[config.mk]
export PLATFORM = sky130hd
export DESIGN_NAME = dc_queue
export DESIGN_NICKNAME = d
export VERILOG_FILES = /design/src/design/dc_queue.sv
export SDC_FILE = /design/constraint.sdc
export NUM_CORES = 1
export LEC_CHECK = 0
export ABC_AREA = 1
export BUFFER_PORTS_ARGS = -buffer_cell sky130_fd_sc_hd__buf_2
export CAP_MARGIN = 25
export CORE_UTILIZATION = 50
export CTS_CLUSTER_SIZE = 28
export DETAILED_ROUTE_END_ITERATION = 8
export PLACE_DENSITY = 0.63
export SYNTH_ARGS = -nofsm -noshare
export SYNTH_HDL_FRONTEND = slang
export SYNTH_SLANG_ARGS = --single-unit
[constraint.sdc]
create_clock -name clk -period 1.76 [get_ports clk]
set_input_delay 0.44 -clock clk [delete_from_list [all_inputs] [get_ports clk]]
set_output_delay 0.44 -clock clk [all_outputs]
set_load 0.02 [all_outputs]
[src/design/dc_queue.sv]
// circular request queue
`timescale 1ns/100ps
`default_nettype none

module dc_queue #(
  parameter type payload_t = logic [7:0],
  parameter int  DEPTH     = 16,
  parameter int  STALL_AT  = 12
) (
  input  wire      clk,
  input  wire      rst,
  input  wire      push,
  input  payload_t push_data,
  input  wire      pop,
  output payload_t head,
  output logic     valid,
  output logic     near_full
);

  localparam int PTR_W = $clog2(DEPTH);
  localparam int CNT_W = $clog2(DEPTH + 1);

  payload_t           mem [DEPTH];
  logic [PTR_W-1:0]   wr_ptr;
  logic [PTR_W-1:0]   rd_ptr;
  logic [CNT_W-1:0]   count;

  assign head      = mem[rd_ptr];  // fall-through head
  assign valid     = count != '0;
  assign near_full = count >= CNT_W'(STALL_AT);

  always_ff @(posedge clk)
  begin
    if (push)
      mem[wr_ptr] <= push_data;
  end

  // pointers wrap at DEPTH, not at a power of two
  always_ff @(posedge clk)
  begin
    if (rst)
    begin
      wr_ptr <= '0;
      rd_ptr <= '0;
      count  <= '0;
    end
    else
    begin
      if (push)
        wr_ptr <= (wr_ptr == PTR_W'(DEPTH - 1)) ? '0 : wr_ptr + PTR_W'(1);
      if (pop)
        rd_ptr <= (rd_ptr == PTR_W'(DEPTH - 1)) ? '0 : rd_ptr + PTR_W'(1);
      if (push && !pop)
        count <= count + CNT_W'(1);
      else if (pop && !push)
        count <= count - CNT_W'(1);
    end
  end

endmodule

`default_nettype wire

## Word level (Yosys, flattened, before mapping)

Memories as Yosys holds them, arrays and structs flattened. A register that Yosys moved wholly into a read port is not among the register bits.
Index checks and enable logic that the tools add are counted.

- Bits in writable memories: 128
- Word-level logic and storage cells: 25
- Input port bits: 12
- Memories kept: 1
- Register bits: 13

- Reductions and logical operators: 6
- Muxes and demuxes: 8
- Magnitude comparators: 1
- Equality and inequality tests: 2
- $add $sub $neg: 4

Memory list:

| name | depth | width | rd ports | clocked after Yosys merged registers in | wr ports | RTL line | RTL |
|---|---|---|---|---|---|---|---|
| mem | 16 | 8 | 1 | 1 | 1 | 23 | `payload_t mem [DEPTH];` |

Operators by type and width:

| cell | count |
|---|---|
| $mux 4 | 4 |
| $mux 5 | 2 |
| $add 4x1->4 const B | 2 |
| $eq 4x4->1 const B | 2 |
| $add 5x1->5 const B | 1 |
| $ge 5x4->1 const B | 1 |
| $reduce_bool 5->1 | 1 |
| $sub 5x1->5 const B | 1 |
| $logic_and 1x1->1 | 2 |
| $logic_not 1->1 | 2 |
| $mux 1 | 2 |
| $reduce_bool 2->1 | 1 |

## Depth between registers and ports, before layout

- Depth in word-level cells: 4
- Gate-level depth with buffers: 10

## Least setup slack after synthesis

OpenSTA, ideal clock, no wires.

- Kind: input to register
- From: in pop
- To: reg count[4]
- Cell stages on the path: 10
- Path slack: 0.148 ns
- Arrival: 1.503 ns
- Data required time: 1.651 ns
- Cells stage by stage: inv_1 -> ha_1 -> inv_1 -> ha_1 -> a21oi_1 -> nand2_1 -> nand2_1 -> nand3_1 -> nand2_1 -> inv_1

- Longest elaborated chain between the ends: 3
- Elaborated cells on any way between the ends: 5
- Those cells by class: mux: 1; reduce/logical: 4

Ends and longest elaborated chain:

| item | RTL line | RTL |
|---|---|---|
| from (decl) | 14 | `input wire pop,` |
| $logic_not 1->1 | 53 | `if (push && !pop)` |
| $logic_and 1x1->1 | 53 |  |
| $mux 5 / $reduce_bool 2->1 (equally long branches) | - |  |
| to (signal assigned) | 54 | `count <= count + CNT_W'(1);` |
| to (signal assigned) | 56 | `count <= count - CNT_W'(1);` |
| to (decl) | 26 | `logic [CNT_W-1:0] count;` |

Parallel ways exist; a longest one is shown, timed or not.
A chain may end at the register's enable or synchronous reset.

==> run_results.csv <==
group,metric,value,unit
outcome,status,"complete, but fails checks",
outcome,failed_checks,"negative setup slack",
placed_design,place_inst,847,
yosys,async_flop_share,0,
setup_path,rr_startpoint,"count[0]",
sta,finalMaxSlewViolations,0,
global_routing,grt_start_max_net_pins,20,
setup_path,cp.arrival,1.70,ns
yosys,synthXorXnorAreaFrac,0.00272,
sta,rsz0062_at_grt,"true",
yosys,synth_fa_ha_area_frac,0.0225,
sta,worst_slack,-0.384,ns
detailed_routing,ant_nets,0,
layout,final_layout_size_suffix_gt1_frac,0.179,
global_routing,grt_overflow_total,0,
placed_design,preCtsSetupSlack,-0.105,ns
sta,post-route-period-util,1.22,
setup_path,regToRegEndpoint,"count[4]",
detailed_routing,via_count,4586,
clock_network,cts.sinks,145,
sta,period_minus_slack,2.14,ns
yosys,yosysTopAreaCell,"edfxtp_1",
setup_path,cp-start-kind,"flop",
sta,hold_viol_final,0,
placed_design,port_buffers,21,
sta,tightest_slew,0.395,ns
power,worst_ir_drop_vdd,0.000612,V
yosys,yosys-top-cells-area,"edfxtp_1, nand2_1, nand3_1, inv_1, dfxtp_1",
yosys,yosysMostFrequentCell,"nand2_1",
job,max_cap_viol_count,0,
detailed_routing,firstDrtPassIters,5,
clock_network,cts_tree,"built",
setup_path,required,1.32,ns
layout,fin_nets,724,
setup_path,rr_worst_depth,7,
clock_network,cts_hold_buffers,0,
sta,finalSetupViolCount,8,
global_routing,track_usage,0.249,
global_routing,grt_pass1_wl,23.8,mm
layout,areaGrowthSynthToFinish,22.4,%
yosys,synth_common_cells,"nand2_1, edfxtp_1, inv_1",
yosys,synthSimpleGateAreaFrac,0.208,
setup_path,path_cells,"buf_12 -> buf_16 -> nand2_2 -> nand3_1 -> nand3_1 -> nand3_1 -> nand2_2 -> buf_6",
detailed_routing,wl_per_cell,17.2,um
floorplan,core,0.0126,sq mm
sta,skew,0.00470,ns
yosys,synth_top_family_by_area,"simple AND/OR/NAND/NOR gates",
detailed_routing,wirelength,15.3,mm
setup_path,cp_slowest_stage_delay,0.40,ns
clock_network,clk_pin_slew,0.06,ns
detailed_routing,drcViolationCount,0,
clock_network,h-tree-depth,4,
setup_path,endpoint_kind,"output port",
yosys,syn_inst,646,
global_routing,antenna_found_initial,0,
setup_path,slowest_stage,"dfxtp_4",
floorplan,row_count,41,
placed_design,dp_hpwl,9.14,mm
layout,fin_cells,886,
setup_path,path_common_cell,"nand3_1",
yosys,ys_ff_latch,145,
yosys,synth_compound_area_frac,0.0175,
power,p_per_area,1060,mW/mm^2
layout,n_antenna_cell,0,
sta,setup_tns,-2.83,ns
clock_network,clockBufferDepth,2,
setup_path,crit_type,"flop to output port",
yosys,netlist_area,0.00644,sq mm
worst_hold_path,min_path_type,"input pin to flop",
yosys,netlist.area_leader.share,0.597,
yosys,synthMuxAreaShare,0,
power,p_leak,3.42,nW
placed_design,gp_congestion,0.865,
yosys,yosysSeqAreaShare,0.650,
floorplan,start_util,0.512,
clock_network,root_buffer,"clkbuf_16",
detailed_routing,vias_per_cell,5.18,
clock_network,numCtsBuffers,17,
global_routing,grt_pass1_vias,4491,
floorplan,io_pins,22,
yosys,yosysUniqueCellTypes,21,
floorplan,die_area,0.0133,sq mm
clock_network,clkLatencyLatePin,0.42,ns
setup_path,ff2ff_setup_slack,0.25,ns
floorplan,die_w,115,um
yosys,synth_edf_count,128,
yosys,avgSynthCellArea,9.97,sq um
yosys,ys.flop_type,"edfxtp_1",
sta,slew_headroom,0.737,
power,finalPower,8.33,mW
setup_path,endpoint,"head[3]",
sta,fmax,0.466,GHz
setup_path,critical_path.max_fanout,8,
floorplan,die_h,115,um
detailed_routing,drtIter0Drc,305,
yosys,syn-num-nets,669,
yosys,yosysWarnings,0,
## cell usage in the layout (no fill, tap or decap), drive strengths merged
cell	count
nand3b	1
nor3	4
clkinvlp	3
clkbuf	18
a21oi	13
xnor2	1
o21a	1
bufinv	3
clkinv	10
nor2	20
ha	10
bufbuf	1
edfxtp	128
fa	1
inv	121
dfxtp	17
nor3b	1
buf	59
nand3	103
nand2	190
xor2	1
o21ai	8
## area by class of cell
cell class	count	area (sq um)
Sequential cell	145	4190
Multi-Input combinational cell	354	1750
Clock buffer	17	425
Timing Repair Buffer	61	673
Tap cell	172	215
Clock inverter	15	149
Fill cell	1010	4690
Inverter	122	469
## worst min-delay path by stage
stage / startpoint / to / slack [ns] / cells after the start
after floorplan: count[0] / count[0] / 0.46 / 1
after global routing: rst / wr_ptr[1] / 0.31 / 2
after global placement: count[0] / count[0] / 0.48 / 1
after CTS: rst / wr_ptr[1] / 0.30 / 2
after detailed placement: count[0] / count[0] / 0.49 / 1
final: rst / wr_ptr[1] / 0.30 / 2
## flip-flops by register name (all words and copies together), names as in the netlist, named ones only
signal and cells:
count 5, wr_ptr 4, mem 128, rd_ptr 4
## report_power, final
group | internal, mW | leakage (nW) | switching (mW)
Combinational | 0.393 | 1.85 | 0.567
Sequential | 3.81 | 1.30 | 0.0431
Clock | 2.18 | 0.280 | 1.33
Total | 6.38 | 3.42 | 1.94
## per-layer routing
metal | global-route usage | part of all wire | wire length, um
met5 | 0 | 0 | 0
met4 | 0.126 | 0.030 | 463
met3 | 0.0486 | 0.069 | 1060
met2 | 0.410 | 0.50 | 7560
met1 | 0.317 | 0.40 | 6180
## per-stage QoR
stage	cell area, sq um	utilization	hold WS (ns)
6_report	7880	0.627	0.304
3_3_place_gp	6880	0.547	0.482
2_1_floorplan	6440	-	0.456
5_1_grt	7880	0.627	0.311
3_5_place_dp	6880	0.547	0.495
4_1_cts	7810	0.621	0.299
## worst max-delay path: cells and delay by family (launching register included)
| family | cells | cell delay (ns) |
|---|---|---|
| simple gates | 5 | 0.46 |
| buf+inv | 3 | 0.41 |
| flops | 1 | 0.40 |
## cells by family after synthesis
group	count (synthesis)
adder cells (fa/ha/maj)	11
XOR/XNOR	2
AO/OA/AOI/OAI	22
flip-flops	145
buffers and inverters	147
AND/OR/NAND/NOR	319
## timing repair
action | CTS | global route
gates resized for setup | 59 | 12
endpoints found under the setup margin | 8 | 9
setup buffers | 2 | 0
pin swaps | 5 | 4
cloned | 4 | 1
(Power assumes the default switching activity.)
