--- src/design/dc_defs.svh ---
// data cache controller sizes
`ifndef DC_DEFS_SVH
`define DC_DEFS_SVH

`define DC_ADDR_W 36  // line address
`define DC_DATA_W 64
`define DC_BE_W 8
`define DC_TAG_W 5    // request tag
`define DC_ID_W 5     // node id

`define DC_WQ_DEPTH 16
`define DC_RQ_DEPTH 16
// miss queue depth, also miss table entries
`define DC_MQ_DEPTH 24

`define DC_STALL_CNT 12   // write queue near-full point
`define DC_BUS_CREDITS 4  // credits after reset

`endif

--- src/design/dc_pkg.sv ---
// data cache controller types
`default_nettype none

`include "dc_defs.svh"

package dc_pkg;

  // write queue entry
  typedef struct packed {
    logic [`DC_ADDR_W-1:0] addr;
    logic [`DC_DATA_W-1:0] data;
    logic [`DC_BE_W-1:0]   be;
  } write_req_t;

  typedef struct packed {
    logic [`DC_ADDR_W-1:0] addr;
    logic [`DC_TAG_W-1:0]  tag;
    logic                  excl;
  } read_req_t;

  // miss queue entry, goes out on the bus
  typedef struct packed {
    logic [`DC_ADDR_W-1:0] addr;
    logic [`DC_TAG_W-1:0]  tag;
    logic                  excl;
  } miss_req_t;

  // cache port operation
  typedef enum logic [1:0] {
    op_none  = 2'd0,
    op_write = 2'd1,
    op_read  = 2'd2,
    op_fill  = 2'd3
  } port_op_t;

endpackage

`default_nettype wire

--- src/design/dc_port_arbiter.sv ---
// cache port priority arbiter
`timescale 1ns/100ps
`default_nettype none

`include "dc_defs.svh"

module dc_port_arbiter (
  input  wire                     clk,
  input  wire                     rst,
  input  wire                     fill_valid,
  input  wire  [`DC_ADDR_W-1:0]   fill_addr,
  input  wire  [`DC_DATA_W-1:0]   fill_data,
  input  wire  [`DC_TAG_W-1:0]    fill_tag,
  input  wire                     rd_valid,
  input  dc_pkg::read_req_t       rd_head,
  output logic                    rd_pop,
  input  wire                     wr_valid,
  input  dc_pkg::write_req_t      wr_head,
  output logic                    wr_pop,
  output dc_pkg::port_op_t        port_op,
  output logic [`DC_ADDR_W-1:0]   port_addr,
  output logic [`DC_DATA_W-1:0]   port_data,
  output logic [`DC_BE_W-1:0]     port_be,
  output logic [`DC_TAG_W-1:0]    port_tag,
  output logic                    port_excl
);
  import dc_pkg::*;

  port_op_t              op_d;
  logic [`DC_ADDR_W-1:0] addr_d;
  logic [`DC_DATA_W-1:0] data_d;
  logic [`DC_BE_W-1:0]   be_d;
  logic [`DC_TAG_W-1:0]  tag_d;
  logic                  excl_d;

  // fill never waits, read beats write
  assign rd_pop = rd_valid && !fill_valid;
  assign wr_pop = wr_valid && !fill_valid && !rd_valid;

  always_comb
  begin
    op_d   = op_none;
    addr_d = wr_head.addr;
    data_d = wr_head.data;
    be_d   = wr_head.be;
    tag_d  = '0;
    excl_d = 1'b0;
    if (fill_valid)
    begin
      op_d   = op_fill;
      addr_d = fill_addr;
      data_d = fill_data;
      be_d   = '1;  // whole line
      tag_d  = fill_tag;
    end
    else if (rd_valid)
    begin
      op_d   = op_read;
      addr_d = rd_head.addr;
      data_d = '0;
      be_d   = '0;
      tag_d  = rd_head.tag;
      excl_d = rd_head.excl;
    end
    else if (wr_valid)
      op_d = op_write;
  end

  always_ff @(posedge clk)
  begin
    port_addr <= addr_d;
    port_data <= data_d;
    port_be   <= be_d;
    port_tag  <= tag_d;
    port_excl <= excl_d;
  end

  always_ff @(posedge clk)
  begin
    if (rst)
      port_op <= op_none;
    else
      port_op <= op_d;
  end

endmodule

`default_nettype wire

--- config.mk ---
export PLATFORM = sky130hd
export DESIGN_NAME = dc_port_arbiter
export DESIGN_NICKNAME = d
export VERILOG_FILES = /design/src/design/dc_pkg.sv /design/src/design/dc_port_arbiter.sv
export VERILOG_INCLUDE_DIRS = /design/src /design/src/design
export SDC_FILE = /design/constraint.sdc
export NUM_CORES = 1
export LEC_CHECK = 0
export BUFFER_PORTS_ARGS = -buffer_cell sky130_fd_sc_hd__buf_4
export CORE_AREA = 2 2 145 147
export DETAILED_ROUTE_END_ITERATION = 12
export DIE_AREA = 0 0 147 149
export GPL_TIMING_DRIVEN = 0
export PLACE_DENSITY = 0.51
export SYNTH_ARGS = -nofsm -noshare
export SYNTH_HDL_FRONTEND = slang
export SYNTH_SLANG_ARGS = --single-unit
--- constraint.sdc ---
create_clock -name clk -period 2.1 [get_ports clk]
set_input_delay 0.21 -clock clk [delete_from_list [all_inputs] [get_ports clk]]
set_output_delay 0.21 -clock clk [all_outputs]
set_load 0.02 [all_outputs]
== Yosys cells after proc, flatten, opt, wreduce, memory -nomap -nowiden ==
Cells that the tools add are included.
Cells by class
  mux-type cells: 10
  bitwise operators: 1
  reductions and logical operators: 6
Operators with widths (number)
  64-bit two-way mux: 2
  36-bit two-way mux: 2
  5-bit two-way mux: 2
  8-bit two-way mux: 1
  2-bit two-way mux: 2
  1-bit logical AND: 3
  1-bit logical NOT: 2
  2-bit OR reduction: 1
  1-bit two-way mux: 1
  1-bit NOT: 1
Storage, ports and cells
  register bits: 116
  input port bits: 260
  output and inout bits: 118

== Logic depth before layout (Yosys ltp) ==
  depth in word-level cells: 3
  depth in mapped cells: 5

== Worst setup path after synthesis ==
OpenSTA, ideal clock, no wires.
  kind: input to output
  start: input port fill_valid
  end: output port wr_pop
  arrival time: 0.984 ns
  data required time: 1.890 ns
  path slack: 0.906 ns
  stages: 5
  cell sequence: buf_4 -> nor2_2 -> buf_4 -> buf_4 -> and2_1
On the way
  cells in the longest elaborated chain, start to end: 3
RTL lines
  start, declared: line dc_port_arbiter.sv:10  | input wire fill_valid,
  1-bit logical NOT: line dc_port_arbiter.sv:38  | assign wr_pop = wr_valid && !fill_valid && !rd_valid;
  1-bit logical AND (2 in a row): line dc_port_arbiter.sv:38
  end, declared: line dc_port_arbiter.sv:19  | output logic wr_pop,
No other way between the ends.

== Worst setup path in the final report ==
Ends and elaborated chain as after synthesis.

==> out/results.txt <==
largest area contributor in the synthesized netlist: sky130_fd_sc_hd__dfxtp_1
Post-Layout Cell Count: 1,104
post-route fraction of the period consumed by the critical path: 0.678
syn nets: 599
routed metal-1 wire length: 6390 µm
number of nets in the finished design: 1,075
launching element type of the critical path: input pin
total via count in the routed design: 4,430
first-pass iteration count of the detailed router: 6
MaxCap Viol Count: 0
post-CTS sizing: 0
global-route usage over all layers: 0.147
leading cell type in the layout, fill and taps excluded: sky130_fd_sc_hd__buf_4
data required time at the worst endpoint: 1890 ps
die span in y: 149 µm
number of unique standard cell types used by synthesis: 18
detailed placement HPWL: 12,900 µm
setup tns final: 0 ps
detailed-route wire length per cell: 15.3 µm
routed wire length: 16,900 µm
number of rows created at floorplan: 53
number of global-route vias before repair: 4,532
Crit path arrival time: 1210 ps
drt drc: 0
average instance area after synthesis: 11.4 µm²
highest clock rate: 702 MHz
area fraction of the dominant cell type after synthesis: 0.599
total of endpoints with negative setup slack in the final report: 0
starting DRC count in detailed routing: 76
core outline area: 20,600 µm²
Die ar.: 21,900 µm²
CTS root buffer: sky130_fd_sc_hd__clkbuf_16
pin slew with the least headroom to its limit: 671 ps
power density over the cells: 814 nW/µm²
Max transition margin: 0.552
gate count after technology mapping: 339
sinks on the clock net: 116
met2 wire length: 8580 µm
most area-consuming cells after synthesis: sky130_fd_sc_hd__dfxtp_1 60%, sky130_fd_sc_hd__a22o_1 16%, sky130_fd_sc_hd__mux2i_1 9.3%, sky130_fd_sc_hd__o21ai_1 4.6%, sky130_fd_sc_hd__nand2_1 3.5%
Final Hold Violating Endpoints: 0
x dimension of the die: 147 µm
clk slew on worst S/H paths: 60 ps
GR Overflow Total: 0
number of H-tree levels: 4
Starting Density: 0.189
Worst Setup End Kind: output port
weighted congestion at the end of routability-driven global placement: 0.749
IR drop worst, VDD: 491 µV
number of buffers created by CTS: 17
final slew viol count: 0
Antenna Nets Post-Route: 0
ratio of cells with drive above 1 in the final layout: 0.521
timing startpoint of the critical path: fill_valid
count of yosys warnings during synthesis: 0
category of the most critical setup path: input pin to output port
first-pass GRT wire length: 24,600 µm
post-CTS setup repair buffer count: 0
status: completed
area delta synth->final: 119%
boundary pin count: 378
commonest non-fill, non-tap cells in the layout: 384 x sky130_fd_sc_hd__buf_4, 116 x sky130_fd_sc_hd__dfxtp_1, 81 x sky130_fd_sc_hd__dlygate4sd3_1
maximum number of pins on one net before global-route repair: 17
leakage power summed over all cells: 4.21 nW
flops & latches, synth: 116
part of the Yosys area used for sequential elements: 0.599
Final Critical Period: 1420 ps
WL met3: 1680 µm
end point of the critical path: wr_pop
setup repair after global routing missed its margin: no
I/O Buffers: 376
Max FO, Critical Path: 10
placed cell count: 990
fill cell instance count of the final layout: 2,059
Clock Path Buffers: 2
classification of the worst-slack hold path: input pin to register
cell area after technology mapping: 3880 µm²
clock tree from TritonCTS: built
top sig layer: met4
number of hold-repair buffers added at the cts stage: 80
number of antenna violations at the first check in global routing: 1
via density per instance: 4.01
## sequential cells by signal (all words and copies together), names as in the netlist
| register | count |
|---|---|
| port_data | 64 |
| port_addr | 36 |
| port_be | 8 |
| port_tag | 5 |
| port_op | 2 |
| port_excl | 1 |
## cells in the mapped netlist
library cell               number
sky130_fd_sc_hd__dfxtp_1      116
sky130_fd_sc_hd__a22o_1        69
sky130_fd_sc_hd__mux2i_1       36
sky130_fd_sc_hd__nand2_1       36
sky130_fd_sc_hd__o21ai_1       36
sky130_fd_sc_hd__buf_2         11
sky130_fd_sc_hd__a21o_1         8
sky130_fd_sc_hd__buf_4          8
sky130_fd_sc_hd__clkbuf_1       8
sky130_fd_sc_hd__and2_1         2
sky130_fd_sc_hd__buf_6          2
sky130_fd_sc_hd__a21oi_1        1
sky130_fd_sc_hd__inv_1          1
sky130_fd_sc_hd__inv_2          1
sky130_fd_sc_hd__nand2b_1       1
sky130_fd_sc_hd__nor2_1         1
sky130_fd_sc_hd__nor2_2         1
sky130_fd_sc_hd__nor2b_1        1
## worst max-delay path, stage by stage
cell	delay, ps
sky130_fd_sc_hd__buf_4	150
sky130_fd_sc_hd__nor2_2	160
sky130_fd_sc_hd__buf_4	220
sky130_fd_sc_hd__buf_4	200
sky130_fd_sc_hd__and2_1	130
sky130_fd_sc_hd__buf_4	140
## where the power goes
part / switching [mW] / internal [mW]
combinational: 0.580 / 0.771
clock: 1.11 / 2.03
sequential: 0.0453 / 2.38
total: 1.74 / 5.18
## through the flow
stage | hold slack, ps | utilization | instance area, µm² | power, mW | setup WS (ps)
2_1_floorplan | 279 | - | 3880 | 2.97 | 906
3_3_place_gp | 380 | 0.343 | 7040 | 3.71 | 599
3_5_place_dp | 381 | 0.343 | 7040 | 3.71 | 599
4_1_cts | 0.214 | 0.413 | 8480 | 7.02 | 596
5_1_grt | 0.208 | 0.413 | 8500 | 7.22 | 559
6_report | 17.3 | 0.413 | 8500 | 6.92 | 676
## worst min path at each step
stage	start	endpoint	depth (start not counted)
floorplan	rst	port_op[0]	1
global placement	rst	port_op[0]	2
detailed placement	rst	port_op[0]	2
CTS	fill_data[51]	port_data[51]	2
global route	wr_head[44]	port_data[36]	2
finish	fill_addr[16]	port_addr[16]	3
## routing by layer
| metal | up-vias | global-route usage |
|---|---|---|
| met5 | - | 0 |
| met3 | 18 | 0.0615 |
| met2 | 247 | 0.264 |
| li1 | 2175 | - |
| met4 | 0 | 0.0510 |
| met1 | 1990 | 0.156 |
## kinds of logic after synthesis
kind of cell / share of synthesized area
mux: 0.0929
flops: 0.599
compound gates: 0.219
simple gates: 0.0439
buf+inv: 0.0452
## cell type report
class / count / area, µm² / share of cell area
antenna: 1 / 2.50 / 0.000295
buffer: 29 / 168 / 0.0197
clock buffer: 18 / 439 / 0.0517
clock inverter: 14 / 200 / 0.0236
inverter: 2 / 7.51 / 0.000884
multi-input combinational: 192 / 1380 / 0.162
sequential: 116 / 2320 / 0.273
tap: 275 / 344 / 0.0405
timing repair buffer: 457 / 3630 / 0.428
Power figures use the tool's default switching activity.
