File: src/design/dc_defs.svh
// data cache controller sizes
`ifndef DC_DEFS_SVH
`define DC_DEFS_SVH

`define DC_ADDR_W 36  // line address
`define DC_DATA_W 64
`define DC_BE_W 8
`define DC_TAG_W 5    // request tag
`define DC_ID_W 5     // node id

`define DC_WQ_DEPTH 16
`define DC_RQ_DEPTH 16
// miss queue depth, also miss table entries
`define DC_MQ_DEPTH 24

`define DC_STALL_CNT 12   // write queue near-full point
`define DC_BUS_CREDITS 4  // credits after reset

`endif

File: src/design/dc_pkg.sv
// data cache controller types
`default_nettype none

`include "dc_defs.svh"

package dc_pkg;

  // write queue entry
  typedef struct packed {
    logic [`DC_ADDR_W-1:0] addr;
    logic [`DC_DATA_W-1:0] data;
    logic [`DC_BE_W-1:0]   be;
  } write_req_t;

  typedef struct packed {
    logic [`DC_ADDR_W-1:0] addr;
    logic [`DC_TAG_W-1:0]  tag;
    logic                  excl;
  } read_req_t;

  // miss queue entry, goes out on the bus
  typedef struct packed {
    logic [`DC_ADDR_W-1:0] addr;
    logic [`DC_TAG_W-1:0]  tag;
    logic                  excl;
  } miss_req_t;

  // cache port operation
  typedef enum logic [1:0] {
    op_none  = 2'd0,
    op_write = 2'd1,
    op_read  = 2'd2,
    op_fill  = 2'd3
  } port_op_t;

endpackage

`default_nettype wire

File: src/design/dc_queue.sv
// circular request queue
`timescale 1ns/100ps
`default_nettype none

module dc_queue #(
  parameter type payload_t = logic [7:0],
  parameter int  DEPTH     = 16,
  parameter int  STALL_AT  = 12
) (
  input  wire      clk,
  input  wire      rst,
  input  wire      push,
  input  payload_t push_data,
  input  wire      pop,
  output payload_t head,
  output logic     valid,
  output logic     near_full
);

  localparam int PTR_W = $clog2(DEPTH);
  localparam int CNT_W = $clog2(DEPTH + 1);

  payload_t           mem [DEPTH];
  logic [PTR_W-1:0]   wr_ptr;
  logic [PTR_W-1:0]   rd_ptr;
  logic [CNT_W-1:0]   count;

  assign head      = mem[rd_ptr];  // fall-through head
  assign valid     = count != '0;
  assign near_full = count >= CNT_W'(STALL_AT);

  always_ff @(posedge clk)
  begin
    if (push)
      mem[wr_ptr] <= push_data;
  end

  // pointers wrap at DEPTH, not at a power of two
  always_ff @(posedge clk)
  begin
    if (rst)
    begin
      wr_ptr <= '0;
      rd_ptr <= '0;
      count  <= '0;
    end
    else
    begin
      if (push)
        wr_ptr <= (wr_ptr == PTR_W'(DEPTH - 1)) ? '0 : wr_ptr + PTR_W'(1);
      if (pop)
        rd_ptr <= (rd_ptr == PTR_W'(DEPTH - 1)) ? '0 : rd_ptr + PTR_W'(1);
      if (push && !pop)
        count <= count + CNT_W'(1);
      else if (pop && !push)
        count <= count - CNT_W'(1);
    end
  end

endmodule

`default_nettype wire

File: src/design/dc_miss_issue.sv
// miss queue and bus request issue
`timescale 1ns/100ps
`default_nettype none

`include "dc_defs.svh"

module dc_miss_issue #(
  parameter logic [`DC_ID_W-1:0] NODE_ID = '0
) (
  input  wire                           clk,
  input  wire                           rst,
  input  wire                           miss_en,
  input  wire  [`DC_ADDR_W-1:0]         miss_addr,
  input  wire  [`DC_TAG_W-1:0]          miss_tag,
  input  wire                           miss_excl,
  input  wire                           bus_credit_return,
  output logic                          bus_req_valid,
  output logic [`DC_ADDR_W-1:0]         bus_req_addr,
  output logic [`DC_ID_W+`DC_TAG_W-1:0] bus_req_src,
  output logic                          bus_req_excl
);
  import dc_pkg::*;

  localparam int CRED_W = $clog2(`DC_BUS_CREDITS + 1);

  miss_req_t          miss_in;
  miss_req_t          miss_head;
  logic               miss_valid;
  logic               issue;
  logic [CRED_W-1:0]  credits;

  assign miss_in = '{addr: miss_addr, tag: miss_tag, excl: miss_excl};

  dc_queue #(
    .payload_t (miss_req_t),
    .DEPTH     (`DC_MQ_DEPTH),
    .STALL_AT  (`DC_MQ_DEPTH)
  ) u_miss_q (
    .clk       (clk),
    .rst       (rst),
    .push      (miss_en),
    .push_data (miss_in),
    .pop       (issue),
    .head      (miss_head),
    .valid     (miss_valid),
    .near_full ()
  );

  assign issue         = miss_valid && (credits != '0);  // one per cycle
  assign bus_req_valid = issue;
  assign bus_req_addr  = miss_head.addr;
  assign bus_req_src   = {NODE_ID, miss_head.tag};
  assign bus_req_excl  = miss_head.excl;

  always_ff @(posedge clk)
  begin
    if (rst)
      credits <= CRED_W'(`DC_BUS_CREDITS);
    else if (issue && !bus_credit_return)
      credits <= credits - CRED_W'(1);
    else if (bus_credit_return && !issue)
      credits <= credits + CRED_W'(1);
  end

endmodule

`default_nettype wire

File: config.mk
export PLATFORM = sky130hd
export DESIGN_NAME = dc_miss_issue
export DESIGN_NICKNAME = d
export VERILOG_FILES = /design/src/design/dc_pkg.sv /design/src/design/dc_queue.sv /design/src/design/dc_miss_issue.sv
export VERILOG_INCLUDE_DIRS = /design/src /design/src/design
export SDC_FILE = /design/constraint.sdc
export NUM_CORES = 1
export LEC_CHECK = 0
export BUFFER_PORTS_ARGS = -buffer_cell sky130_fd_sc_hd__buf_2
export CORE_MARGIN = 2
export CORE_UTILIZATION = 50
export DETAILED_ROUTE_END_ITERATION = 6
export GPL_TIMING_DRIVEN = 0
export PLACE_DENSITY = 0.64
export SYNTH_ARGS = -nofsm -noshare
export SYNTH_HDL_FRONTEND = slang
export SYNTH_SLANG_ARGS = --single-unit
File: constraint.sdc
create_clock -name clk -period 5 [get_ports clk]
set_input_delay 0.75 -clock clk [delete_from_list [all_inputs] [get_ports clk]]
set_output_delay 0.75 -clock clk [all_outputs]
set_load 0.02 [all_outputs]
== Word level (Yosys, flattened, before mapping) ==
Memory sizes are Yosys's and may differ from the RTL's. A register that Yosys moved wholly into a read port is not among the register bits.
Cells that the tools add are included.
Widths: inputs -> output; s select.
Cells by class
  add/subtract/negate cells: 6
  eq/ne operators: 2
  multiplexer cells: 10
  reductions and logical operators: 12
Operators by type and width (count)
  $mux 5: 6
  $add 5x1->5 const B: 3
  $eq 5x5->1 const B: 2
  $mux 3: 2
  $logic_and 1x1->1: 5
  $reduce_bool 5->1: 1
  $sub 5x1->5 const B: 1
  $reduce_bool 2->1: 2
  $add 3x1->3 const B: 1
  $logic_not 1->1: 3
  $reduce_bool 3->1: 1
  $sub 3x1->3 const B: 1
  $mux 1: 2
Storage, ports and cells
  flip-flop bits (word level): 18
  RAM bits: 1008
  bits of input ports: 46
  output and inout port bits: 48
  word-level logic and storage cells: 35
  memories kept: 1
Memories
  u_miss_q.mem: words 24, bits a word 42, read ports 1, clocked after memory_dff 1, write ports 1, RTL line dc_queue.sv:23  | payload_t mem [DEPTH];

== Logic depth before layout (Yosys ltp) ==
  depth after elaboration: 6
  depth in mapped cells: 9
  mapped depth without buffers: 9

== Modules after synthesis ==
A second synthesis with hierarchy kept.
Unflattened totals
  cell total of the unflattened synthesis: 1927
  area, all modules: 39724.3 µm²
By module, submodules not included
  dc_queue: instances 1, cells each 1902, area each 39514.1 µm², sequential area each 30669.4 µm²
  dc_miss_issue: instances 1, cells each 25, area each 210.2 µm², sequential area each 60.1 µm²

== Worst setup path after synthesis ==
No wires, ideal clock.
  kind: in2reg
  start: in miss_en
  end: mem u_miss_q.mem[15][0] (netlist name) (enable)
  setup time: 443 ps
  arrival: 2909 ps
  path slack: 1648 ps
  stages: 3
  path buffers: 1
  cell sequence: clkbuf_1 > nand3_1 > nor2_1
Between the ends
  cells in the longest elaborated chain, start to end: 2
Ends and longest elaborated chain
  from (decl): RTL line dc_miss_issue.sv:12  | input wire miss_en,
  $mux 1: RTL line dc_queue.sv:34  | if (push)
  $mux 1 (not written as such): RTL line dc_queue.sv:35  | mem[wr_ptr] <= push_data;
  to (decl): RTL line dc_queue.sv:23
Every way passes these cells.

==> qor.csv <==
stage,metric,value,unit
floorplanning,num_rows,103,
logic_synthesis,ys.flop_type,edfxtp_1,
critical_path,worstSetupPathType,reg2out,
clock_network,cts_tree,yes,
drt,wire_per_inst,27.5,um
logic_synthesis,synth-edff-count,1008,
sta,maxSlewViolCount,0,
drt,via_per_inst,5.95,
logic_synthesis,synth.distinct_cells,45,
critical_path,arrival,3730,ps
placement,pre_cts_slack,1300,ps
layout,final_cell_area,45500,um^2
outcome,status,completed,
placement,placed_area,42300,um^2
clock_network,insertion_delay,670,ps
logic_synthesis,synth-seq-area-share,76.5,%
logic_synthesis,yosys_warnings,0,
logic_synthesis,async_reset_ff_share,0,%
clock_network,cts_buffers,102,
logic_synthesis,ys_ff_latch,1031,
sta,finalSetupTns,0,ps
floorplanning,die_w,287,um
critical_path,cp-end-kind,output port,
floorplanning,die_area,82600,um^2
clock_network,cts_setup_buffers,0,
sta,fin_ws,523,ps
floorplanning,start_util,50.7,%
grt,grt_pass1_wl,132,mm
floorplanning,die_y,287,um
grt,grt_overflow,0,
clock_network,htree_levels,3,
critical_path,critPathLaunchType,flop,
placement,dpl.hpwl,53.7,mm
logic_synthesis,synth_commonest_cells,"1008 x edfxtp_1, 188 x mux2i_1, 87 x mux4_2",
critical_path,crit_fanout,10,
pwr,vdd_drop_max,0.306,mV
sta,setup_violations,0,
sta,relSlewSlack,24.9,%
sta,hold_ws,446,ps
clock_network,cts.clk_slew.worst_paths,70,ps
drt,firstDrtPassIters,7,
critical_path,cp_top_family,buffers and inverters,
grt,antenna_found_initial,1,
placement,portBuffers,88,
layout,drive_gt1_share,21.4,%
logic_synthesis,yosysTopAreaCell,edfxtp_1,
sta,rsz0062_at_grt,no,
layout,multi_input_area,8660,um^2
logic_synthesis,syn_avg_cell_area,20.9,um^2
floorplanning,design.core.area,79300,um^2
clock_network,clockBufferDepth,3,
drt,drtIter0Drc,1757,
sta,min_period,4480,ps
pwr,power_density,471,nW/um^2
sta,finalCritPeriodShare,89.5,%
logic_synthesis,synth_top_cell_area_share,75.4,%
drt,routed_wl,90.1,mm
layout,nNetsFinal,2193,
sta,skew,34.3,ps
grt,grt_max_degree,44,
critical_path,slowest_stage,buf_1,
logic_synthesis,netlist_instances,1924,
logic_synthesis,synth.area.top_cells,"edfxtp_1 75%, mux4_2 4.9%, mux4_1 4.8%",
clock_network,cts_resized,0,
sta,max_freq,223,MHz
logic_synthesis,synth_most_common_cell,edfxtp_1,
pwr,p_leak,14.5,nW
critical_path,cpMostUsedCell,buf_2,
min_path,holdCritPathClass,in2reg,
sta,hold_viol_final,0,
grt,track_usage,22.1,%
drt,via_count,19500,
logic_synthesis,synth_area,40200,um^2
clock_network,clockRootBuffer,clkbuf_16,
clock_network,clock-sinks,1031,
sta,tightest_slew,1130,ps
placement,place_congestion,0.744,
drt,antenna_left,0,
clock_network,cts_hold_buf,0,
critical_path,crit_required,4250,ps
critical_path,path_cells,buf_2 > buf_2 > buf_1 > mux4_2 > o21ai_0 > nand3_1 > buf_2,
grt,grt_pass1_vias,20300,
layout,fillers,5833,
drt,drc_errors,0,
job,drv_cap,0,
layout,seq_area,30700,um^2
critical_path,max_stage_delay,890,ps
layout,area_delta_synth_final,13.2,%
floorplanning,io_pins,94,
layout,num_antenna_cells,0,
critical_path,cp.buffers_inverters,4,
==> flip-flops by register name, summed over array words and instances (netlist names), named ones only <==
signal,cells
credits,3
u_miss_q.count,5
u_miss_q.mem,1008
u_miss_q.rd_ptr,5
u_miss_q.wr_ptr,5
==> cell usage in the layout (no fill, tap or decap), types with 4 or more instances in the layout <==
master,instances
buf_6,23
mux2_2,44
buf_12,20
clkinvlp_4,4
dfxtp_1,23
nor2_1,21
ha_1,10
conb_1,5
clkbuf_16,103
mux4_2,87
clkbuf_1,59
nand2_1,46
xor2_1,7
and2_4,10
mux4_1,73
buf_4,7
and2_2,13
o21ai_0,62
nor2b_1,5
edfxtp_1,1008
a21oi_1,8
nand3_1,53
a221oi_1,76
inv_1,10
bufinv_16,4
clkinv_2,19
clkinv_1,26
nor3_1,4
a22oi_1,16
o21ai_1,17
buf_1,7
nand2b_1,5
buf_2,124
clkbuf_8,4
mux2i_1,188
==> worst register-to-register path, stage by stage (launching register included) <==
cell and delay (ps):
dfxtp_1 350, or4_1 590, o21ai_2 350, ha_1 250, inv_1 110, fa_1 410, a21o_1 180, a21oi_1 180
mux2i_1 220, mux2_2 340
==> final timing paths <==
check | from | endpoint | slack [ps] | cells after the start
setup / recovery | flop | bus_req_addr[33] | 520 | 7
hold / removal | rst | u_miss_q.count[4]$_SDFFE_PP0P_ | 450 | 3
setup reg to reg | u_miss_q.count[1]$_SDFFE_PP0P_ | u_miss_q.count[4]$_SDFFE_PP0P_ | 1910 | 9
hold reg to reg | u_miss_q.count[3]$_SDFFE_PP0P_ | u_miss_q.count[3]$_SDFFE_PP0P_ | 530 | 2
==> cell type report <==
cell class              instances  area share (%)
plain buffers                 115            1.74
inverters                      10          0.0826
clock inverters                59           0.952
multi-input cells             772            19.1
flip-flops and latches       1031            67.6
repair buffers                103            1.66
well taps                    1050            2.89
clock buffers                 132            6.00
==> through the flow <==
step | power (mW) | util [%] | cells
2_1_floorplan | 13.0 | - | 1928
3_3_place_gp | 14.3 | 52.9 | 3066
3_5_place_dp | 14.4 | 53.4 | 3081
4_1_cts | 21.6 | 57.3 | 3272
5_1_grt | 22.2 | 57.3 | 3272
6_report | 21.4 | 57.3 | 3272
==> power by group <==
group | internal, mW | leakage (nW) | switching [mW]
combinational | 2.02 | 3.65 | 2.51
sequential | 9.58 | 9.28 | 0.0490
clock | 4.06 | 1.54 | 3.16
==> cells by family (layout without fill, tap and decap cells) <==
| group | count (synthesis) | count (layout) | share of synthesized area, % |
|---|---|---|---|
| AO/OA/AOI/OAI | 187 | 187 | 3.21 |
| XOR/XNOR | 8 | 8 | 0.174 |
| adder cells (fa/ha/maj) | 12 | 12 | 0.411 |
| buffers and inverters | 125 | 419 | 2.06 |
| flip-flops | 1031 | 1031 | 76.5 |
| multiplexers | 392 | 392 | 15.6 |
| other | 1 | 5 | 0.00934 |
| AND/OR/NAND/NOR | 168 | 168 | 2.04 |
==> layer usage <==
metal | vias up | track usage (%) | share of wire [%]
li1 | 8441 | - | -
met1 | 10200 | 30.0 | 42
met2 | 659 | 36.9 | 50
met3 | 129 | 3.68 | 6.2
met4 | 2 | 6.65 | 2.3
met5 | - | 0 | 0.014
No activity file was read; power rests on OpenSTA's default activity.
