`src/design/dc_defs.svh`:
```
// data cache controller sizes
`ifndef DC_DEFS_SVH
`define DC_DEFS_SVH

`define DC_ADDR_W 36  // line address
`define DC_DATA_W 64
`define DC_BE_W 8
`define DC_TAG_W 5    // request tag
`define DC_ID_W 5     // node id

`define DC_WQ_DEPTH 16
`define DC_RQ_DEPTH 16
// miss queue depth, also miss table entries
`define DC_MQ_DEPTH 24

`define DC_STALL_CNT 12   // write queue near-full point
`define DC_BUS_CREDITS 4  // credits after reset

`endif

```
`src/design/dc_miss_table.sv`:
```
// miss address table and reply capture
`timescale 1ns/100ps
`default_nettype none

`include "dc_defs.svh"

module dc_miss_table #(
  parameter logic [`DC_ID_W-1:0] NODE_ID = '0
) (
  input  wire                             clk,
  input  wire                             rst,
  input  wire                             miss_en,
  input  wire  [`DC_ADDR_W-1:0]           miss_addr,
  input  wire  [`DC_TAG_W-1:0]            miss_tag,
  input  wire                             rsp_valid,
  input  wire  [`DC_ID_W+`DC_TAG_W-1:0]   rsp_dst,
  input  wire  [`DC_DATA_W-1:0]           rsp_data,
  output logic                            fill_valid,
  output logic [`DC_ADDR_W-1:0]           fill_addr,
  output logic [`DC_DATA_W-1:0]           fill_data,
  output logic [`DC_TAG_W-1:0]            fill_tag
);

  logic [`DC_ADDR_W-1:0] addr_tbl [`DC_MQ_DEPTH];
  logic                  rsp_hit_q;  // reply is ours
  logic [`DC_TAG_W-1:0]  rsp_tag_q;
  logic [`DC_DATA_W-1:0] rsp_data_q;

  always_ff @(posedge clk)
  begin
    if (miss_en)
      addr_tbl[miss_tag] <= miss_addr;
    rsp_tag_q  <= rsp_dst[`DC_TAG_W-1:0];
    rsp_data_q <= rsp_data;
    fill_addr  <= addr_tbl[rsp_tag_q];  // lookup one edge after capture
    fill_data  <= rsp_data_q;
    fill_tag   <= rsp_tag_q;
  end

  always_ff @(posedge clk)
  begin
    if (rst)
    begin
      rsp_hit_q  <= 1'b0;
      fill_valid <= 1'b0;
    end
    else
    begin
      rsp_hit_q  <= rsp_valid && (rsp_dst[`DC_ID_W+`DC_TAG_W-1 -: `DC_ID_W] == NODE_ID);
      fill_valid <= rsp_hit_q;
    end
  end

endmodule

`default_nettype wire

```
`config.mk`:
```
export PLATFORM = sky130hd
export DESIGN_NAME = dc_miss_table
export DESIGN_NICKNAME = d
export VERILOG_FILES = /design/src/design/dc_miss_table.sv
export VERILOG_INCLUDE_DIRS = /design/src /design/src/design
export SDC_FILE = /design/constraint.sdc
export NUM_CORES = 1
export LEC_CHECK = 0
export BUFFER_PORTS_ARGS = -buffer_cell sky130_fd_sc_hd__buf_2
export CAP_MARGIN = 0
export CORE_MARGIN = 1
export CORE_UTILIZATION = 60
export CTS_CLUSTER_DIAMETER = 150
export CTS_CLUSTER_SIZE = 14
export DETAILED_ROUTE_END_ITERATION = 7
export GPL_ROUTABILITY_DRIVEN = 0
export PLACE_DENSITY_LB_ADDON = 0.12
export SLEW_MARGIN = 10
export SYNTH_ARGS = -nofsm -noshare
export SYNTH_HDL_FRONTEND = slang
export SYNTH_SLANG_ARGS = --single-unit
```
`constraint.sdc`:
```
create_clock -name clk -period 9.84 [get_ports clk]
set_input_delay 1.968 -clock clk [delete_from_list [all_inputs] [get_ports clk]]
set_output_delay 1.968 -clock clk [all_outputs]
set_load 0.01 [all_outputs]
```
-- After elaboration in Yosys (flattened, before gate mapping)
Memories as Yosys holds them, arrays and structs flattened. A register that Yosys moved wholly into a read port is not among the register bits.
Cells that the tools add are included.
- bits in registers: 140
- RAM bits: 864
- output and inout bits: 106
- word-level logic and storage cells: 11
- memories kept: 1
- muxes and demuxes: 2
- reduce and logical (&&, ||, !) cells: 2
- memory list (name ; words ; bits a word ; read ports ; clocked after Yosys merged registers in ; wr ports ; RTL line ; source):
    addr_tbl ; 24 ; 36 ; 1 ; 1 ; 1 ; dc_miss_table.sv:24 ; logic [`DC_ADDR_W-1:0] addr_tbl [`DC_MQ_DEPTH];
- operators with widths (kind ; number):
    $logic_not A5 Y1 ; 1
    $mux W1 ; 2
    $logic_and A1 B1 Y1 ; 1

-- Longest topological paths before layout
Gate-level depths: netlist (run 1).
- depth in word-level cells: 2
- mapped depth: 8
- mapped depth without buffers: 4

-- Worst setup path after synthesis (run 1)
No wires, ideal clock.
- kind: input to register
- start: input port miss_tag[1]
- end: memory addr_tbl[20][0] (netlist name), enable pin
- data arrival time: 4118 ps
- data required time: 9411 ps
- path slack: 5292 ps
- cell stages on the path: 3
- path buffers: 1
- cell sequence: or3b_2 clkbuf_1 nor2_1
- RTL lines (item ; RTL line ; source):
    from (decl) ; dc_miss_table.sv:14 ; input wire [`DC_TAG_W-1:0] miss_tag,
    to (decl) ; dc_miss_table.sv:24 ;
No word-level cell before the write port.

-- Worst setup path in the final report (run 1)
- start: input port miss_tag[0]
- end: memory addr_tbl[6][7] (netlist name), enable pin
No word-level cell before the write port.

==> results_dict.tcl, run 1 <==
set metrics [dict create \
    crit_chain "buf_2 > nand3b_1 > nor2_4 > buf_4" \
    clock.fmax_mhz 283 \
    die_h_um 250 \
    detail-route-antenna-nets 0 \
    die_area_um2 62400 \
    grt_usage 0.256 \
    synth_compound_gate_area_share 0.0216 \
    first_global_vias 18200 \
    cts_setup_buffers 0 \
    slowest_delay_ns 0.72 \
    grt_max_degree 141 \
    finClkSkew_ns 0.0124 \
    layout-drive-gt1-share 0.231 \
    drcViolationCount 0 \
    reg2reg_depth 5 \
    nets 2251 \
    async_flop_share 0 \
    status "complete, no violations" \
    cp_slowest_cell "nor2_4" \
    worst_hold_slack_ns 0.318 \
    stdcell_area_um2 41400 \
    root_buffer "clkbuf_16" \
    syn_avg_cell_area_um2 19.6 \
    relSlewSlack 0.189 \
    synth_common_cells "edfxtp_1 (864), mux2i_1 (266), dfxtp_1 (176)" \
    holdPathEnd "fill_data[1]$_DFF_P_" \
    start_util 0.609 \
    combPwrFrac 0.050 \
    synth_nets 1998 \
    syn_area_um2 36900 \
    seq_area_um2 29500 \
    fin_crit_sh 0.359 \
    drv_cap 0 \
    synth_most_common_cell "edfxtp_1" \
    yosys.area_share.simple 0.0315 \
    synth-edff-count 864 \
    nFillCells 3892 \
    synth_xor_area_frac 0 \
    endpoint_kind "register" \
    clk_latency_ns 0.64 \
    dpl_cell_area_um2 39000 \
    antenna_cells 0 \
    p_leak_nw 14.4 \
    syn-instance-count 1879 \
    intPower_w 0.00663 \
    drt_iter0_markers 1580 \
    synthTopCellsByArea "edfxtp_1 (70%), dfxtp_1 (9.6%), mux2i_1 (7.2%), mux4_2 (5.1%), a22oi_1 (1.8%)" \
    finalMaxSlewViolations 0 \
    cts_made_buffers 84 \
    net-switching-power_w 0.00178 \
    yosys.area.top_type "edfxtp_1" \
    totalWireLength_um 78500 \
    fin_crit_ns 3.53 \
    cts.clk_slew.worst_paths_ns 0.06 \
    rrSetupSlack_ns 6.70 \
    grt_overflow_total 0 \
    synth_top_family_by_area "multiplexers" \
    crit_path_start_kind "input port" \
    cp_num_cells 4 \
    yosys.area_share.adder 0 \
    power_frac_seq 0.581 \
    cts.sinks 1040 \
    fp.coreArea_um2 60600 \
    vias 18100 \
    crit_family "simple AND/OR/NAND/NOR gates" \
    muxShareOfSynthArea 0.134 \
    grt_first_pass_wirelength_um 116000 \
    ys_ff_latch 1040 \
    pin_count 225 \
    cts_hold_buf 0 \
    clock_path_buffers 3 \
    cts_tree "done" \
    clkPwrFrac 0.370 \
    path_max_fanout 21 \
    worstPathArrival_ns 3.82 \
    r2r-start "rsp_tag_q[0]$_DFF_P_" \
    die_w_um 250 \
    hold_class "register to register" \
    multi_input_area_um2 7110 \
    htree_levels 3 \
    dp_hpwl_um 43300 \
    fin_util 0.684 \
    wl_per_cell_um 26.3 \
    ys_warn_count 0 \
    finalHoldViolations 0 \
    yosys.area.top_type_share 0.704 \
    rows 90 \
    first_pass_iters 5 \
    whs_path_depth 0 \
    vias_per_cell 6.08 \
    crit_type "input port to register" \
    required_ns 10.13 \
    synthDistinctLibCells 27 \
    portBuffers 224 \
    antenna_found_initial 0 \
    worstHoldStart "rsp_data_q[1]$_DFF_P_" \
    worstReg2RegEnd "fill_addr[8]$_DFF_P_" \
    p_per_area_nw_per_um2 203 \
    synth_ff_type "edfxtp_1" \
    rsz0062_at_grt "no" \
    finalSetupViolCount 0 \
    tns_ns 0 \
    cts_resized 0 \
    tightest_slew_ns 1.21 \
    switching_share 0.211 \
    area_delta_synth_final_pct 12.4 \
    max-vdd-ir-drop_uv 156 \
    ys_seq_area_frac 0.799 \
    cp.buffers_inverters 2 \
]
[cells in the final DEF (no fill, tap or decap), types with 2 or more instances in the layout]
master,n
nor2_4,26
clkbuf_1,64
o21ai_0,11
edfxtp_1,864
buf_4,36
or3b_2,2
buf_2,224
clkbuf_16,84
nand3_1,62
nand4_1,36
mux2i_1,266
nor2_1,2
clkinv_8,5
nor2b_4,3
dfxtp_1,173
a22oi_1,86
mux2_2,36
nand2_1,110
mux4_2,83
dfxtp_4,2
nand3b_1,4
a221oi_1,11
[power groups by stage]
| stage | registers (W) | logic, W | clock network, W |
|---|---|---|---|
| after floorplan | 0.00499 | 0.000210 | 0 |
| after global placement | 0.00498 | 0.000414 | 0 |
| after detailed placement | 0.00498 | 0.000421 | 0 |
| after CTS | 0.00489 | 0.000422 | 0.00316 |
| after global routing | 0.00489 | 0.000445 | 0.00333 |
| final | 0.00488 | 0.000417 | 0.00311 |
[registers in the layout, indices dropped and copies added, names as in the netlist]
signal      count
addr_tbl      864
fill_addr      36
fill_data      64
fill_tag        5
fill_valid      1
rsp_data_q     64
rsp_hit_q       1
rsp_tag_q       5
[logic make-up after synthesis]
family	after synthesis
DFF	1040
muxes	385
and+or+nand+nor	251
AOI/OAI and AO/OA	108
buffers and inverters	95
[cell type report]
cell class,instances,share of cell area
sequential,1040,0.711
inverter,1,0.0000906
multi-input combinational,744,0.172
tap,782,0.0236
clock buffer,148,0.0565
timing repair buffer,261,0.0341
clock inverter,8,0.00293
[how the worst max path moves through the flow]
stage | start | endpoint | slack, ns
CTS | miss_tag[0] | addr_tbl[6][7]$_DFFE_PP_ | 6.33
finish | miss_tag[0] | addr_tbl[6][7]$_DFFE_PP_ | 6.31
detailed placement | miss_tag[0] | addr_tbl[6][1]$_DFFE_PP_ | 5.67
global placement | miss_tag[0] | addr_tbl[6][2]$_DFFE_PP_ | 5.74
global route | miss_tag[0] | addr_tbl[6][7]$_DFFE_PP_ | 6.20
floorplan | miss_tag[1] | addr_tbl[20][0]$_DFFE_PP_ | 5.29
[metrics by stage]
step | cells | setup slack [ns] | total power, W
global route | 2984 | 6.20 | 0.00866
global placement | 2828 | 5.74 | 0.00539
CTS | 2984 | 6.33 | 0.00847
detailed placement | 2828 | 5.67 | 0.00540
floorplan | 1879 | 5.29 | 0.00520
finish | 2984 | 6.31 | 0.00841
[metal layers]
layer,track usage,wire length [µm],vias to the layer above
li1,-,-,7958
met1,0.347,31300,9386
met2,0.425,39500,683
met4,0.0963,2420,0
met5,0,0,-
met3,0.0383,5250,118
No activity file was read; power rests on OpenSTA's default activity.
==> inputs of run 2 (changes only) <==
==> constraint.sdc (replaced) <==
create_clock -name clk -period 3.4 [get_ports clk]
set_input_delay 0.68 -clock clk [delete_from_list [all_inputs] [get_ports clk]]
set_output_delay 0.68 -clock clk [all_outputs]
set_load 0.01 [all_outputs]
==> run 2 against run 1 <==
Against the previous run: die area stayed put; via count is 2.2% higher; flip-flop and latch count stayed put; critical path depth is 2 higher; global-route usage is 0.20 points lower; sequential power grew to 2.9 times the previous value; core utilization is 0.86 points higher; first-iteration DRC count is 19% higher; non-clock buffer count is 32 higher; setup slack worse by 5.4 ns; wire length is 0.16% lower; cell count is 1.2% higher; critical endpoint is now fill_addr[14]$_DFF_P_.
==> results_dict.tcl, run 2 (synthesized netlist as in run 1, its figures left out) <==
set metrics [dict create \
    die_area_um2 62400 \
    tightest_slew_ns 1.10 \
    grt_max_degree 62 \
    finalMaxSlewViolations 0 \
    antenna_found_initial 2 \
    endpoint_kind "register" \
    rows 90 \
    pre_cts_ws_ns 0.816 \
    portBuffers 224 \
    worstPathArrival_ns 2.94 \
    cts.sinks 1040 \
    pin_count 225 \
    vias 18500 \
    drt_iter0_markers 1876 \
    clock_path_buffers 3 \
    top_register "addr_tbl" \
    fin_crit_ns 2.45 \
    layout-drive-gt1-share 0.242 \
    first_pass_iters 7 \
    detail-route-antenna-nets 0 \
    cts.clk_slew.worst_paths_ns 0.06 \
    die_h_um 250 \
    finClkSkew_ns 0.0100 \
    fin_crit_sh 0.719 \
    clock.fmax_mhz 409 \
    crit_path_start_kind "register" \
    grt_overflow_total 0 \
    clk_latency_ns 0.63 \
    nFillCells 3850 \
    drcViolationCount 0 \
    nets 2283 \
    largest_reg_flops 864 \
    die_w_um 250 \
    rrSetupSlack_ns 0.95 \
    required_ns 3.89 \
    mostFrequentLayoutCells "edfxtp_1 (864), mux2i_1 (266), buf_2 (224), dfxtp_1 (173), nand2_1 (110)" \
    p_per_area_nw_per_um2 579 \
    vias_per_cell 6.14 \
    max-vdd-ir-drop_uv 621 \
    hold_class "input port to register" \
    cts_tree "done" \
    layout_setup_ws_ns 0.955 \
    finalHoldViolations 0 \
    seq_area_um2 29500 \
    root_buffer "clkbuf_16" \
    cts_resized 0 \
    cts_hold_buf 0 \
    p_leak_nw 14.6 \
    relSlewSlack 0.266 \
    start_util 0.609 \
    mostFrequentLayoutCell "edfxtp_1" \
    status "complete, no violations" \
    worst_hold_slack_ns 0.142 \
    dp_hpwl_um 43200 \
    fp.coreArea_um2 60600 \
    top_layer_used "met5" \
    htree_levels 3 \
    cts_setup_buffers 0 \
    drv_cap 0 \
    totalWireLength_um 78400 \
    wl_met1_um 33300 \
    rsz0062_at_grt "no" \
    tns_ns 0 \
    met2WireLength_um 38000 \
    area_delta_synth_final_pct 13.8 \
    cts_made_buffers 84 \
    dr_wl_met3_um 5700 \
    crit_type "register to register" \
    first_global_vias 18400 \
    multi_input_area_um2 7110 \
    wl_per_cell_um 26.0 \
    path_max_fanout 33 \
    grt_usage 0.254 \
    finalSetupViolCount 0 \
    grt_first_pass_wirelength_um 116000 \
    top_regs "addr_tbl x864, fill_data x64, rsp_data_q x64" \
]
run 2: cell count changes in the layout (fill, tap and decap cells not counted), sizes merged:
cell,before,now
buf,261,293
clkbuf,148,150
clkinv,5,1
diode,0,1
inv,4,8
run 2: metal layers:
| layer | track usage | vias to the layer above |
|---|---|---|
| li1 | - | 8024 |
| met1 | 0.371 | 9679 |
| met2 | 0.405 | 729 |
| met3 | 0.0415 | 105 |
| met4 | 0.0660 | 2 |
| met5 | 0 | - |
run 2: power breakdown:
| part | internal [W] | total (W) | switching (W) | leakage [nW] |
|---|---|---|---|---|
| Clock | 0.00473 | 0.00897 | 0.00425 | 1.17 |
| Sequential | 0.0140 | 0.0141 | 0.0000873 | 9.27 |
| Combinational | 0.000468 | 0.00121 | 0.000738 | 4.19 |
| Total | 0.0192 | 0.0243 | 0.00507 | 14.6 |
run 2: final cells by class:
class                           instances  area share
Antenna cell                            1   0.0000596
Clock buffer                          150      0.0560
Clock inverter                          8     0.00271
Inverter                                1   0.0000894
Multi-Input combinational cell        744       0.170
Sequential cell                      1040       0.702
Tap cell                              782      0.0233
Timing Repair Buffer                  293      0.0459
run 2: worst paths after layout:
path / from / end / depth (start not counted)
worst min register to register: rsp_data_q[62]$_DFF_P_ / fill_data[62]$_DFF_P_ / 0
worst max-delay path: rsp_tag_q[0]$_DFF_P_ / fill_addr[14]$_DFF_P_ / 6
worst min-delay path: rsp_data[55] / rsp_data_q[55]$_DFF_P_ / 1
worst max register to register: rsp_tag_q[0]$_DFF_P_ / fill_addr[14]$_DFF_P_ / 6
run 2: metrics by stage:
step	utilization	instance area, µm²	power (W)	std cells
2_1_floorplan	-	36900	0.0150	1879
6_report	0.693	42000	0.0243	3019
3_5_place_dp	0.652	39500	0.0156	2860
3_3_place_gp	0.652	39500	0.0156	2860
4_1_cts	0.693	42000	0.0245	3018
5_1_grt	0.693	42000	0.0251	3018
run 2: critical path, stage by stage (launching register included):
cell and delay [ns]:
dfxtp_4 0.65, buf_12 0.32, buf_4 0.47, mux2i_1 0.30
a22oi_1 0.12, nand4_1 0.20, nand3_1 0.15
